[config.mk]
export PLATFORM = sky130hd
export DESIGN_NAME = hist_top
export DESIGN_NICKNAME = d
export VERILOG_FILES = /design/src/verilog/hist_pkg.sv /design/src/verilog/hist_top.sv /design/src/verilog/hist_readout.sv /design/src/verilog/hist_accumulate.sv /design/src/verilog/event_decode.sv
export VERILOG_INCLUDE_DIRS = /design/src /design/src/include
export SDC_FILE = /design/constraint.sdc
export NUM_CORES = 2
export LEC_CHECK = 0
export BUFFER_PORTS_ARGS = -buffer_cell sky130_fd_sc_hd__clkbuf_2
export CORE_ASPECT_RATIO = 1.25
export CORE_MARGIN = 8
export CORE_UTILIZATION = 55
export CTS_BUF_LIST = sky130_fd_sc_hd__clkbuf_8
export DETAILED_ROUTE_END_ITERATION = 10
export PLACE_DENSITY = 0.69
export SETUP_SLACK_MARGIN = 0.4
export SLEW_MARGIN = 20
export SYNTH_ARGS = -nofsm -noshare
export SYNTH_HDL_FRONTEND = slang
export SYNTH_HIERARCHICAL = 1
export SYNTH_SLANG_ARGS = --single-unit
[constraint.sdc]
create_clock -name clk -period 8.24 [get_ports clk]
set_clock_uncertainty 0.1 [all_clocks]
set_input_delay 0.824 -clock clk [delete_from_list [all_inputs] [get_ports clk]]
set_output_delay 0.824 -clock clk [all_outputs]
set_load 0.1 [all_outputs]
[src/include/hist_settings.svh]
`ifndef HIST_SETTINGS_SVH
`define HIST_SETTINGS_SVH

// raw detector word width
`define HIST_WORD_BITS 16

// kind bit encoding, msb of every input word
`define HIST_KIND_HIT 1'b0
`define HIST_KIND_MARKER 1'b1

// histogram geometry, 16 bins by 4 pixels
`define HIST_BIN_BITS 4
`define HIST_PIX_BITS 2
`define HIST_ADDR_BITS (`HIST_PIX_BITS + `HIST_BIN_BITS)

// saturating bin counter
`define HIST_COUNT_BITS 8

// markers that close one histogram
`define HIST_ACQ_NUM 4

// output credits held after reset
`define HIST_CREDITS 4

// unused tail of a hit word, and the marker tag field
`define HIST_SPARE_BITS (`HIST_WORD_BITS - 1 - `HIST_PIX_BITS - `HIST_BIN_BITS)
`define HIST_TAG_BITS (`HIST_WORD_BITS - 1)

`endif
[src/verilog/hist_pkg.sv]
`default_nettype none

`include "hist_settings.svh"

package hist_pkg;

    // hit view: kind, spare, pixel, bin
    typedef struct packed {
        logic                        kind;
        logic [`HIST_SPARE_BITS-1:0] spare;
        logic [`HIST_PIX_BITS-1:0]   pixel;
        logic [`HIST_BIN_BITS-1:0]   bin;
    } hist_hit_view_t;

    // marker view: kind plus acquisition tag
    typedef struct packed {
        logic                      kind;
        logic [`HIST_TAG_BITS-1:0] tag;
    } hist_marker_view_t;

    // one 16 bit word, read as hit or marker by its kind bit
    typedef union packed {
        hist_hit_view_t    hit;
        hist_marker_view_t marker;
    } hist_in_t;

    // decoded event handed to the accumulator
    typedef struct packed {
        logic                      valid;
        logic                      is_marker;
        logic [`HIST_PIX_BITS-1:0] pixel;
        logic [`HIST_BIN_BITS-1:0] bin;
    } hist_event_t;

    // one histogram entry on the output stream
    typedef struct packed {
        logic                        bank;
        logic [`HIST_PIX_BITS-1:0]   pixel;
        logic [`HIST_BIN_BITS-1:0]   bin;
        logic [`HIST_COUNT_BITS-1:0] count;
    } hist_word_t;

endpackage

`default_nettype wire

[src/verilog/hist_top.sv]
`timescale 1ns/1ps
`default_nettype none

`include "hist_settings.svh"

module hist_top (
    input  wire                    clk,
    input  wire                    res,
    input  wire hist_pkg::hist_in_t in_word,
    input  wire                    in_valid,
    input  wire                    credit_return,
    output hist_pkg::hist_word_t   out_word,
    output logic                   out_valid,
    output logic                   hist_bank,
    output logic                   overflow,
    output logic                   init_done
);

    import hist_pkg::*;

    // decoded event, one cycle behind the input
    hist_event_t                 evt;
    // bank handover
    logic                        done_pulse;
    logic                        done_bank;
    logic                        busy;
    // read and clear port into the idle bank
    logic                        rd_en;
    logic [`HIST_ADDR_BITS-1:0]  rd_addr;
    logic [`HIST_COUNT_BITS-1:0] rd_count;

    event_decode u_decode (
        .clk      (clk),
        .res      (res),
        .in_word  (in_word),
        .in_valid (in_valid),
        .evt      (evt)
    );

    hist_accumulate u_accumulate (
        .clk        (clk),
        .res        (res),
        .evt        (evt),
        .busy       (busy),
        .rd_en      (rd_en),
        .rd_addr    (rd_addr),
        .rd_count   (rd_count),
        .done_pulse (done_pulse),
        .done_bank  (done_bank),
        .hist_bank  (hist_bank),
        .overflow   (overflow),
        .init_done  (init_done)
    );

    hist_readout u_readout (
        .clk           (clk),
        .res           (res),
        .done_pulse    (done_pulse),
        .done_bank     (done_bank),
        .rd_en         (rd_en),
        .rd_addr       (rd_addr),
        .rd_count      (rd_count),
        .busy          (busy),
        .credit_return (credit_return),
        .out_word      (out_word),
        .out_valid     (out_valid)
    );

endmodule

`default_nettype wire

[src/verilog/hist_readout.sv]
`timescale 1ns/1ps
`default_nettype none

`include "hist_settings.svh"

module hist_readout (
    input  wire                          clk,
    input  wire                          res,
    input  wire                          done_pulse,
    input  wire                          done_bank,
    output logic                         rd_en,
    output logic [`HIST_ADDR_BITS-1:0]   rd_addr,
    input  wire [`HIST_COUNT_BITS-1:0]   rd_count,
    output logic                         busy,
    input  wire                          credit_return,
    output hist_pkg::hist_word_t         out_word,
    output logic                         out_valid
);

    import hist_pkg::*;

    localparam int CREDIT_BITS = $clog2(`HIST_CREDITS + 1);
    localparam logic [`HIST_ADDR_BITS-1:0] ADDR_LAST = '1;

    logic [CREDIT_BITS-1:0]     credit_cnt;
    // address of the word now in the output register
    logic [`HIST_ADDR_BITS-1:0] addr_q;
    // bank being dumped
    logic                       bank_q;
    logic                       credit_ok;

    // the word already in flight spends a credit next cycle
    assign credit_ok = (credit_cnt > CREDIT_BITS'(out_valid));
    assign rd_en     = busy && credit_ok;

    // spend on out_valid, refill on credit_return
    always_ff @(posedge clk or negedge res) begin
        if (!res) begin
            credit_cnt <= CREDIT_BITS'(`HIST_CREDITS);
        end else begin
            credit_cnt <= credit_cnt - CREDIT_BITS'(out_valid)
                          + CREDIT_BITS'(credit_return);
        end
    end

    // dump sequencer, one address per granted cycle
    always_ff @(posedge clk or negedge res) begin
        if (!res) begin
            busy    <= 1'b0;
            rd_addr <= '0;
            bank_q  <= 1'b0;
        end else if (done_pulse) begin
            busy    <= 1'b1;
            rd_addr <= '0;
            bank_q  <= done_bank;
        end else if (rd_en) begin
            rd_addr <= rd_addr + 1'b1;
            // last entry issued, bank is free for the next swap
            if (rd_addr == ADDR_LAST) begin
                busy <= 1'b0;
            end
        end
    end

    // output valid lines up with the memory latency
    always_ff @(posedge clk or negedge res) begin
        if (!res) begin
            out_valid <= 1'b0;
        end else begin
            out_valid <= rd_en;
        end
    end

    always_ff @(posedge clk) begin
        if (rd_en) begin
            addr_q <= rd_addr;
        end
    end

    // stamp bank, pixel and bin onto the returned count
    always_comb begin
        out_word.bank  = bank_q;
        out_word.pixel = addr_q[`HIST_ADDR_BITS-1:`HIST_BIN_BITS];
        out_word.bin   = addr_q[`HIST_BIN_BITS-1:0];
        out_word.count = rd_count;
    end

    // no word goes out without a credit
    a_credit_held: assert property (
        @(posedge clk) disable iff (!res)
        out_valid |-> (credit_cnt != '0)
    );

    // accumulator only hands over a bank while the dump is idle
    a_done_when_idle: assert property (
        @(posedge clk) disable iff (!res)
        done_pulse |-> !busy
    );

endmodule

`default_nettype wire

[src/verilog/hist_accumulate.sv]
`timescale 1ns/1ps
`default_nettype none

`include "hist_settings.svh"

module hist_accumulate (
    input  wire                          clk,
    input  wire                          res,
    input  wire hist_pkg::hist_event_t   evt,
    input  wire                          busy,
    input  wire                          rd_en,
    input  wire [`HIST_ADDR_BITS-1:0]    rd_addr,
    output logic [`HIST_COUNT_BITS-1:0]  rd_count,
    output logic                         done_pulse,
    output logic                         done_bank,
    output logic                         hist_bank,
    output logic                         overflow,
    output logic                         init_done
);

    import hist_pkg::*;

    localparam int DEPTH = 1 << `HIST_ADDR_BITS;
    localparam int ACQ_BITS = $clog2(`HIST_ACQ_NUM + 1);
    localparam logic [ACQ_BITS-1:0] ACQ_LAST = ACQ_BITS'(`HIST_ACQ_NUM - 1);
    localparam logic [`HIST_ADDR_BITS-1:0] ADDR_LAST = '1;
    localparam logic [`HIST_COUNT_BITS-1:0] COUNT_MAX = '1;

    // two banks, index 0/1 then pixel-major address
    logic [`HIST_COUNT_BITS-1:0] mem [0:1][0:DEPTH-1];

    logic [`HIST_ADDR_BITS-1:0]  init_addr;
    logic [`HIST_ADDR_BITS-1:0]  ev_addr;
    logic                        ev_hit;
    logic                        ev_marker;
    logic [`HIST_COUNT_BITS-1:0] base_count;
    logic [`HIST_COUNT_BITS-1:0] next_count;
    // write stage of the read-modify-write
    logic                        wr_valid;
    logic                        wr_bank;
    logic [`HIST_ADDR_BITS-1:0]  wr_addr;
    logic [`HIST_COUNT_BITS-1:0] wr_count;
    logic [ACQ_BITS-1:0]         acq_cnt;
    logic                        swap_wait;
    logic                        swap_req;
    logic                        rd_bank;

    // readout always owns the idle bank
    assign rd_bank   = ~hist_bank;
    assign ev_addr   = {evt.pixel, evt.bin};
    assign ev_marker = init_done && evt.valid && evt.is_marker;
    // hits are lost while a finished bank waits for the swap
    assign ev_hit    = init_done && evt.valid && !evt.is_marker && !swap_wait;
    assign swap_req  = swap_wait || (ev_marker && (acq_cnt == ACQ_LAST));

    // read stage, forward the write still in flight
    always_comb begin
        if (wr_valid && (wr_bank == hist_bank) && (wr_addr == ev_addr)) begin
            base_count = wr_count;
        end else begin
            base_count = mem[hist_bank][ev_addr];
        end
        // saturate, never wrap
        next_count = (base_count == COUNT_MAX) ? base_count : base_count + 1'b1;
    end

    // clear sweep over both banks after reset
    always_ff @(posedge clk or negedge res) begin
        if (!res) begin
            init_addr <= '0;
            init_done <= 1'b0;
        end else if (!init_done) begin
            init_addr <= init_addr + 1'b1;
            if (init_addr == ADDR_LAST) begin
                init_done <= 1'b1;
            end
        end
    end

    always_ff @(posedge clk or negedge res) begin
        if (!res) begin
            wr_valid <= 1'b0;
        end else begin
            wr_valid <= ev_hit;
        end
    end

    // bank is latched so a swap cannot redirect a pending write
    always_ff @(posedge clk) begin
        if (ev_hit) begin
            wr_addr  <= ev_addr;
            wr_bank  <= hist_bank;
            wr_count <= next_count;
        end
    end

    // memory writes: sweep, increment, clear on read
    always_ff @(posedge clk) begin
        if (!init_done) begin
            mem[0][init_addr] <= '0;
            mem[1][init_addr] <= '0;
        end else begin
            if (wr_valid) begin
                mem[wr_bank][wr_addr] <= wr_count;
            end
            if (rd_en) begin
                mem[rd_bank][rd_addr] <= '0;
            end
        end
    end

    // readout port, old value returned one cycle later
    always_ff @(posedge clk) begin
        if (rd_en) begin
            rd_count <= mem[rd_bank][rd_addr];
        end
    end

    // marker count, bank swap, overflow flag
    always_ff @(posedge clk or negedge res) begin
        if (!res) begin
            acq_cnt    <= '0;
            swap_wait  <= 1'b0;
            done_pulse <= 1'b0;
            done_bank  <= 1'b0;
            hist_bank  <= 1'b0;
            overflow   <= 1'b0;
        end else begin
            done_pulse <= 1'b0;
            // markers keep counting even while the swap waits
            if (ev_marker) begin
                if (acq_cnt == ACQ_LAST) begin
                    acq_cnt <= '0;
                end else begin
                    acq_cnt <= acq_cnt + 1'b1;
                end
            end
            // swap only once the idle bank is fully drained
            if (swap_req && !busy && !done_pulse) begin
                hist_bank  <= ~hist_bank;
                done_bank  <= hist_bank;
                done_pulse <= 1'b1;
                swap_wait  <= 1'b0;
            end else if (swap_req) begin
                swap_wait <= 1'b1;
            end
            // sticky until reset
            if (init_done && evt.valid && !evt.is_marker && swap_wait) begin
                overflow <= 1'b1;
            end
        end
    end

    // increments must never land in the bank readout is clearing
    a_no_write_read_bank: assert property (
        @(posedge clk) disable iff (!res)
        (wr_valid && rd_en) |-> (wr_bank != rd_bank)
    );

    // finish strobe is a single cycle
    a_done_one_cycle: assert property (
        @(posedge clk) disable iff (!res)
        done_pulse |=> !done_pulse
    );

endmodule

`default_nettype wire

[src/verilog/event_decode.sv]
`timescale 1ns/1ps
`default_nettype none

`include "hist_settings.svh"

module event_decode (
    input  wire                   clk,
    input  wire                   res,
    input  wire hist_pkg::hist_in_t in_word,
    input  wire                   in_valid,
    output hist_pkg::hist_event_t evt
);

    import hist_pkg::*;

    // captured input word, payload only
    hist_in_t word_q;
    // qualifier of word_q
    logic     valid_q;
    // kind bit of the captured word
    logic     is_marker;

    // valid pipe, cleared on reset
    always_ff @(posedge clk or negedge res) begin
        if (!res) begin
            valid_q <= 1'b0;
        end else begin
            valid_q <= in_valid;
        end
    end

    // word only loads with a valid strobe
    always_ff @(posedge clk) begin
        if (in_valid) begin
            word_q <= in_word;
        end
    end

    // pick the view from the kind bit
    always_comb begin
        is_marker     = (word_q.marker.kind == `HIST_KIND_MARKER);
        evt.valid     = valid_q;
        evt.is_marker = is_marker;
        if (is_marker) begin
            // markers carry no address
            evt.pixel = '0;
            evt.bin   = '0;
        end else begin
            evt.pixel = word_q.hit.pixel;
            evt.bin   = word_q.hit.bin;
        end
    end

    // front end must leave the spare field of a hit clear
    a_hit_spare_zero: assert property (
        @(posedge clk) disable iff (!res)
        (valid_q && !is_marker) |-> (word_q.hit.spare == '0)
    );

endmodule

`default_nettype wire

# Word-level counts from Yosys, hierarchy flattened
# Memories as Yosys holds them, arrays and structs flattened.
# Cells that the tools add are included.
dict set report word_totals {
  mem_count 1
  elab_cells 111
  regBits 74
  in_bits 20
  ramBits 1024
  output_inout_bits 19
}
dict set report op_classes {
  n_mux 39
  reduce_logical 25
  n_lt_le_gt_ge 8
  n_bitwise 5
  n_eq_ne 6
  addsub 6
}
# name words word_bits read_ports rd_ports_with_merged_regs wr line
set memory_table {}
lappend memory_table {u_accumulate.mem 2 512 2 0 2 hist_accumulate.sv:30} ;# logic [`HIST_COUNT_BITS-1:0] mem [0:1][0:DEPTH-1];
# operator n
set ops {}
lappend ops {{two-way mux 512 bit} 7}
lappend ops {{OR reduction 512 bit} 2}
lappend ops {{demux 8 bit (select 6 bit)} 3}
lappend ops {{binary-select mux 8 bit (select 6 bit)} 2}
lappend ops {{two-way mux 8 bit} 9}
lappend ops {{>= comparator 7 bit (second input constant)} 4}
lappend ops {{NOT 6 -> 7 bit} 4}
lappend ops {{less-than comparator 7 x 1 -> 1 bit (second input constant)} 3}
lappend ops {{two-way mux 6 bit} 3}
lappend ops {{logical AND 1 bit} 14}
lappend ops {{two-way mux 1 bit} 14}
lappend ops {{adder 6 x 1 -> 6 bit (second input constant)} 2}
lappend ops {{== test 6 bit (second input constant)} 2}
lappend ops {{adder 8 x 1 -> 8 bit (second input constant)} 1}
lappend ops {{== test 8 bit (second input constant)} 1}
lappend ops {{== test 6 bit} 1}
lappend ops {{nonzero test 2 bit} 3}
lappend ops {{logical NOT 1 bit} 4}
lappend ops {{adder 3 x 1 -> 3 bit} 1}
lappend ops {{adder 3 x 1 -> 3 bit (second input constant)} 1}
lappend ops {{== test 3 x 2 -> 1 bit (second input constant)} 1}
lappend ops {{> comparator 3 x 1 -> 1 bit} 1}
lappend ops {{two-way mux 3 bit} 1}
lappend ops {{subtractor 3 x 1 -> 3 bit} 1}
lappend ops {{other kinds (4)} 4}

# Logic depth before layout (Yosys ltp)
dict set report depth {
  depth_word 8
  ltp_mapped 19
  depth_no_buf 13
}

# Modules after synthesis
# Netlist, hierarchy kept.
# mod seq_area_each_um2 instances cells_each area_per_inst_um2
set modules_own_cells {}
lappend modules_own_cells {hist_accumulate 21590.7 1 6214 56143.8}
lappend modules_own_cells {hist_readout 481.7 1 66 839.6}
lappend modules_own_cells {event_decode 235.2 1 16 287.8}

# Least setup slack after synthesis
# No wires, ideal clock.
dict set report synth_path {
  path_kind {register to register}
  startpoint {reg u_accumulate.hist_bank}
  endpoint {reg u_accumulate.wr_count[1], data pin}
  path_stages_with_launch 18
  arrival_ns 4.242
  path_slack_ns 3.638
  required_time_ns 7.880
  cell_sequence {dfrtp_1 buf_6 buf_12 buf_12 buf_6 buf_6 mux2i_1 a221o_1 o211ai_1 o211ai_1 o211ai_1 o211ai_1 inv_1 ha_1 inv_1 or3b_4 nor4_2 mux2_2}
}
dict set report synth_via {
  elab_chain_len 7
  word_cells_on_any_way 11
  classes_between {1 x add/sub; 2 x eq/ne; 5 x mux; 2 x reduce/logical; 1 x memory}
}
# item line
set synth_lines {}
lappend synth_lines {{start: declaration} hist_accumulate.sv:16} ;# output logic hist_bank,
lappend synth_lines {{start signal: assignment} hist_accumulate.sv:140} ;# hist_bank <= ~hist_bank;
lappend synth_lines {{memory (2 x 512 bit)} -}
lappend synth_lines {{binary-select mux 8 bit (select 6 bit)} hist_accumulate.sv:61} ;# base_count = mem[hist_bank][ev_addr];
lappend synth_lines {{two-way mux 8 bit (not written as such) (2 in series)} hist_accumulate.sv:61}
lappend synth_lines {{two-way mux 8 bit *} hist_accumulate.sv:58} ;# if (wr_valid && (wr_bank == hist_bank) && (wr_addr == ev_addr)) begin
lappend synth_lines {{adder 8 x 1 -> 8 bit or == test 8 bit (tied branches)} hist_accumulate.sv:64} ;# next_count = (base_count == COUNT_MAX) ? base_count : base_count + 1'b1;
lappend synth_lines {{two-way mux 8 bit *} hist_accumulate.sv:64}
lappend synth_lines {{named net u_accumulate.next_count[1]} hist_accumulate.sv:37} ;# logic [`HIST_COUNT_BITS-1:0] next_count;
lappend synth_lines {{end signal: assignment} hist_accumulate.sv:93} ;# wr_count <= next_count;
lappend synth_lines {{end: declaration} hist_accumulate.sv:42} ;# logic [`HIST_COUNT_BITS-1:0] wr_count;
# The timed path passes the listed nets; every way through them passes the cells marked *. The select of a mux whose other input is x is not followed.
# A chain may end at the register's enable or synchronous reset.

==> metrics.txt <==
# TYPE chip_impl_metric gauge
chip_impl_metric{name="drt_wl_total",unit="mm"} 246
chip_impl_metric{name="worstMarginPinSlew",unit="ns"} 1.38
chip_impl_metric{name="route.antenna.remaining_nets",unit=""} 0
chip_impl_metric{name="worst_ir_drop_vdd",unit="mV"} 0.182
chip_impl_info{name="holdCritPathClass",value="register to register"} 1
chip_impl_metric{name="report.final.setup_viol",unit=""} 0
chip_impl_info{name="critical_path.endpoint",value="u_accumulate/wr_count[1]"} 1
chip_impl_metric{name="first_pass_grt_wire_length",unit="mm"} 354
chip_impl_metric{name="detailed_route_iter0_violations",unit=""} 8870
chip_impl_metric{name="timing.max_cap.violations",unit=""} 0
chip_impl_metric{name="reg2reg_depth",unit=""} 14
chip_impl_metric{name="drive_gt1_frac",unit=""} 0.159
chip_impl_info{name="criticalPathCategory",value="register to register"} 1
chip_impl_metric{name="grt_start_max_net_pins",unit=""} 111
chip_impl_metric{name="dp_hpwl",unit="mm"} 162
chip_impl_metric{name="nets",unit=""} 6214
chip_impl_metric{name="synth.yosys.seq_area_share",unit=""} 0.390
chip_impl_info{name="cts_root_buf",value="sky130_fd_sc_hd__clkbuf_8"} 1
chip_impl_metric{name="switching_share",unit=""} 0.248
chip_impl_info{name="synth_ff_type",value="sky130_fd_sc_hd__dfxtp_1"} 1
chip_impl_info{name="critPathLaunch",value="u_decode/word_q[15]"} 1
chip_impl_metric{name="layout.area.seq",unit="um^2"} 22300
chip_impl_metric{name="finalWorstPathRequiredPeriod",unit="ns"} 5.88
chip_impl_metric{name="clock_tree.htree_level_count",unit=""} 4
chip_impl_metric{name="total_number_of_placement_rows",unit=""} 132
chip_impl_metric{name="postLayoutCoreUtil",unit=""} 0.599
chip_impl_metric{name="power_frac_clock",unit=""} 0.465
chip_impl_metric{name="timing.critical_path.required",unit="ns"} 8.82
chip_impl_metric{name="power.switching",unit="mW"} 2.65
chip_impl_metric{name="p_int",unit="mW"} 8.04
chip_impl_info{name="synth_top_cells_by_area",value="sky130_fd_sc_hd__dfxtp_1, sky130_fd_sc_hd__mux4_2, sky130_fd_sc_hd__a21oi_1"} 1
chip_impl_metric{name="layout_worst_path_cycle_share",unit=""} 0.713
chip_impl_metric{name="share_of_flip_flops_with_an_asynchronous_set_or_reset",unit=""} 0.0266
chip_impl_metric{name="fillers",unit=""} 9063
chip_impl_metric{name="synth_fp_nets",unit=""} 6324
chip_impl_info{name="timing.rr.start",value="u_decode/word_q[15]"} 1
chip_impl_metric{name="via_count",unit=""} 55765
chip_impl_metric{name="area_of_the_multi_input_gates",unit="um^2"} 33000
chip_impl_info{name="synth_commonest_cells",value="sky130_fd_sc_hd__nand2_1, sky130_fd_sc_hd__dfxtp_1, sky130_fd_sc_hd__a21oi_1, sky130_fd_sc_hd__nand3_1, sky130_fd_sc_hd__mux4_2"} 1
chip_impl_metric{name="maxSlewViolCount",unit=""} 0
chip_impl_metric{name="track_usage",unit=""} 0.412
chip_impl_metric{name="synth-edff-count",unit=""} 36
chip_impl_metric{name="yosys.area.top_type_share",unit=""} 0.358
chip_impl_metric{name="firstDrtPassIters",unit=""} 8
chip_impl_metric{name="critPathBufInv",unit=""} 3
chip_impl_metric{name="clk_pin_slew_worst_paths",unit="ns"} 0.06
chip_impl_metric{name="dpl_worst_slack",unit="ns"} 2.76
chip_impl_metric{name="fin_tns_setup",unit="ns"} 0
chip_impl_metric{name="yosys_warnings",unit=""} 6
chip_impl_metric{name="setup_ws",unit="ns"} 2.36
chip_impl_metric{name="syn_inst",unit=""} 6296
chip_impl_info{name="cts_tree",value="built"} 1
chip_impl_metric{name="reg2reg_setup_slack",unit="ns"} 2.36
chip_impl_metric{name="timing.critical_path.depth",unit=""} 14
chip_impl_metric{name="critical_path_arrival",unit="ns"} 6.46
chip_impl_info{name="synth.most_common_cell",value="sky130_fd_sc_hd__nand2_1"} 1
chip_impl_info{name="cp-start-kind",value="register"} 1
chip_impl_metric{name="worst_case_clock_buffer_depth",unit=""} 3
chip_impl_metric{name="via_per_inst",unit=""} 7.26
chip_impl_metric{name="postSynthAreaPerCell",unit="um^2"} 9.10
chip_impl_metric{name="clock_latency",unit="ns"} 0.96
chip_impl_info{name="critical_path_s_top_delay_family",value="compound AO/OA/AOI/OAI gates"} 1
chip_impl_metric{name="first_global_vias",unit=""} 51857
chip_impl_metric{name="placed_area",unit="um^2"} 58100
chip_impl_metric{name="cts_post_setup_buffers_inserted",unit=""} 0
chip_impl_metric{name="power.sequential.fraction",unit=""} 0.497
chip_impl_metric{name="synthesis.area",unit="um^2"} 57300
chip_impl_metric{name="core",unit="um^2"} 103000
chip_impl_info{name="crit_slowest_cell",value="sky130_fd_sc_hd__edfxtp_1"} 1
chip_impl_metric{name="layout-area-overhead-vs-synth",unit="%"} 8.13
chip_impl_metric{name="numPortBuffers",unit=""} 29
chip_impl_metric{name="cts-buffers-inserted",unit=""} 177
chip_impl_metric{name="drt_wl_cell",unit="um"} 32.0
chip_impl_metric{name="highest_cell_delay_on_the_worst_timing_path",unit="ns"} 0.76
chip_impl_metric{name="io_pins",unit=""} 39
chip_impl_metric{name="powerDensity",unit="nW/um^2"} 173
chip_impl_metric{name="critical_path_peak_fanout",unit=""} 36
chip_impl_metric{name="comb_power_share",unit=""} 0.038
chip_impl_metric{name="leakage",unit="nW"} 19.8
chip_impl_metric{name="post-route-drc-count",unit=""} 0
chip_impl_info{name="timing.rr.end",value="u_accumulate/wr_count[1]"} 1
chip_impl_metric{name="grt.overflow.total",unit=""} 0
chip_impl_metric{name="dieWidth",unit="um"} 305
chip_impl_info{name="crit_top_cell",value="sky130_fd_sc_hd__o211ai_1"} 1
chip_impl_metric{name="hold_viol",unit=""} 0
chip_impl_info{name="netlist.top_cell.by_area",value="sky130_fd_sc_hd__dfxtp_1"} 1
chip_impl_metric{name="grt_antenna_before_repair",unit=""} 15
chip_impl_metric{name="dieHeight",unit="um"} 377
chip_impl_info{name="grt_setup_unrepaired",value="false"} 1
chip_impl_metric{name="slew_headroom",unit=""} 0.0762
chip_impl_info{name="status",value="complete, no violations"} 1
chip_impl_info{name="critical_path.cell_chain",value="nor2b_4 > buf_4 > and2_1 > a221o_1 > o21ai_0 > o211ai_1 > o211ai_1 > o211ai_1 > inv_1 > ha_1 > inv_1 > or3b_4 > nor4_2 > mux2_2"} 1
chip_impl_metric{name="floorplan.initialDensity",unit=""} 0.554
chip_impl_metric{name="yosys_register_bits",unit=""} 1089
chip_impl_metric{name="max_freq",unit="MHz"} 170
chip_impl_info{name="worst_setup_path_end_kind",value="register"} 1
chip_impl_metric{name="stdcell_area",unit="um^2"} 61900
chip_impl_metric{name="synth.distinct_cells",unit=""} 79
chip_impl_metric{name="design.die.area",unit="um^2"} 115000
chip_impl_metric{name="gp_congestion",unit=""} 1.03
chip_impl_metric{name="post_cts.resized_instances",unit=""} 0
chip_impl_metric{name="clock_sink_count",unit=""} 1089
worst min-delay path, cell delays in order, from the launching register on:
cell,delay [ns]
sky130_fd_sc_hd__dfxtp_1,0.31
sky130_fd_sc_hd__nand3_1,0.06
sky130_fd_sc_hd__a21oi_1,0.06
through the flow:
step | hold WS, ns | std cells | power (mW)
2_1_floorplan | 0.353 | 6296 | 5.66
3_3_place_gp | 0.343 | 7335 | 5.80
3_5_place_dp | 0.371 | 7335 | 5.80
4_1_cts | 0.379 | 7665 | 10.7
5_1_grt | 0.394 | 7668 | 10.9
6_report | 0.381 | 7676 | 10.7
cell usage in the layout, fill, tap and decap left out, drive strengths merged, types with 18 or more instances in the layout:
master,count
a221o,24
a221oi,18
dfrtp,28
nor3,30
nor2,457
nor2b,32
nand2,1153
clkbuf,255
mux2,59
nand3,935
buf,102
a21oi,942
o22ai,51
clkinv,32
mux4,481
edfxtp,36
mux2i,161
a22oi,171
nand2b,25
dfxtp,1024
o21ai,23
inv,70
worst min-delay path by stage:
stage / from / endpoint / slack, ns / cells after the start
after floorplan: u_accumulate/acq_cnt[1] / u_accumulate/acq_cnt[1] / 0.35 / 2
after global placement: u_accumulate/overflow / u_accumulate/overflow / 0.34 / 1
after detailed placement: u_accumulate/mem[1][374] / u_accumulate/mem[1][374] / 0.37 / 2
after CTS: u_accumulate/mem[1][455] / u_accumulate/mem[1][455] / 0.38 / 2
after global routing: u_accumulate/mem[0][31] / u_accumulate/mem[0][31] / 0.39 / 2
final: u_accumulate/mem[0][155] / u_accumulate/mem[0][155] / 0.38 / 2
layout make-up:
cell class                 count  area share
inverter                      17     0.00103
multi-input combinational   4759       0.532
clock inverter                95     0.00921
antenna                        9    0.000364
sequential                  1089       0.361
clock buffer                 225      0.0500
timing repair buffer         142      0.0193
tap                         1340      0.0271
power groups by stage:
| stage | clock network, mW | logic (mW) | registers, mW |
|---|---|---|---|
| floorplan | 0 | 0.226 | 5.43 |
| global placement | 0 | 0.367 | 5.43 |
| detailed placement | 0 | 0.371 | 5.43 |
| CTS | 4.98 | 0.376 | 5.32 |
| global route | 5.22 | 0.405 | 5.31 |
| finish | 4.96 | 0.406 | 5.32 |
layer usage:
metal | vias up | share of wire | track usage
met3 | 1213 | 0.15 | 0.171
met2 | 4537 | 0.41 | 0.596
met1 | 26936 | 0.33 | 0.483
met4 | 12 | 0.099 | 0.321
met5 | - | 0.00061 | 0.00581
li1 | 23067 | - | -
registers in the layout, summed over array words and instances, names as in the netlist, 3 cells and up:
| register | count |
|---|---|
| u_accumulate/wr_addr | 6 |
| u_accumulate/mem | 1024 |
| u_readout/rd_addr | 6 |
| u_accumulate/wr_count | 8 |
| u_decode/word_q | 7 |
| u_accumulate/acq_cnt | 3 |
| u_accumulate/init_addr | 6 |
| u_readout/addr_q | 6 |
| u_readout/credit_cnt | 3 |
| u_accumulate/rd_count | 8 |
cell families (layout without fill, tap and decap cells):
logic type               count (synthesis)  after routing  synth area share
AND/OR/NAND/NOR                       2703           2703             0.205
AO/OA/AOI/OAI                         1327           1327             0.133
flip-flops                            1089           1089             0.390
multiplexers                           701            701             0.229
buffers and inverters                  448            479            0.0382
XOR/XNOR                                20             20           0.00306
adder cells (fa/ha/maj)                  8              8           0.00188
other                                    0              9                 0
timing repair:
action,CTS,global route
endpoints found under the hold margin,37,0
setup endpoints to repair,0,0
hold buffers,10,0
(Power assumes the default switching activity.)
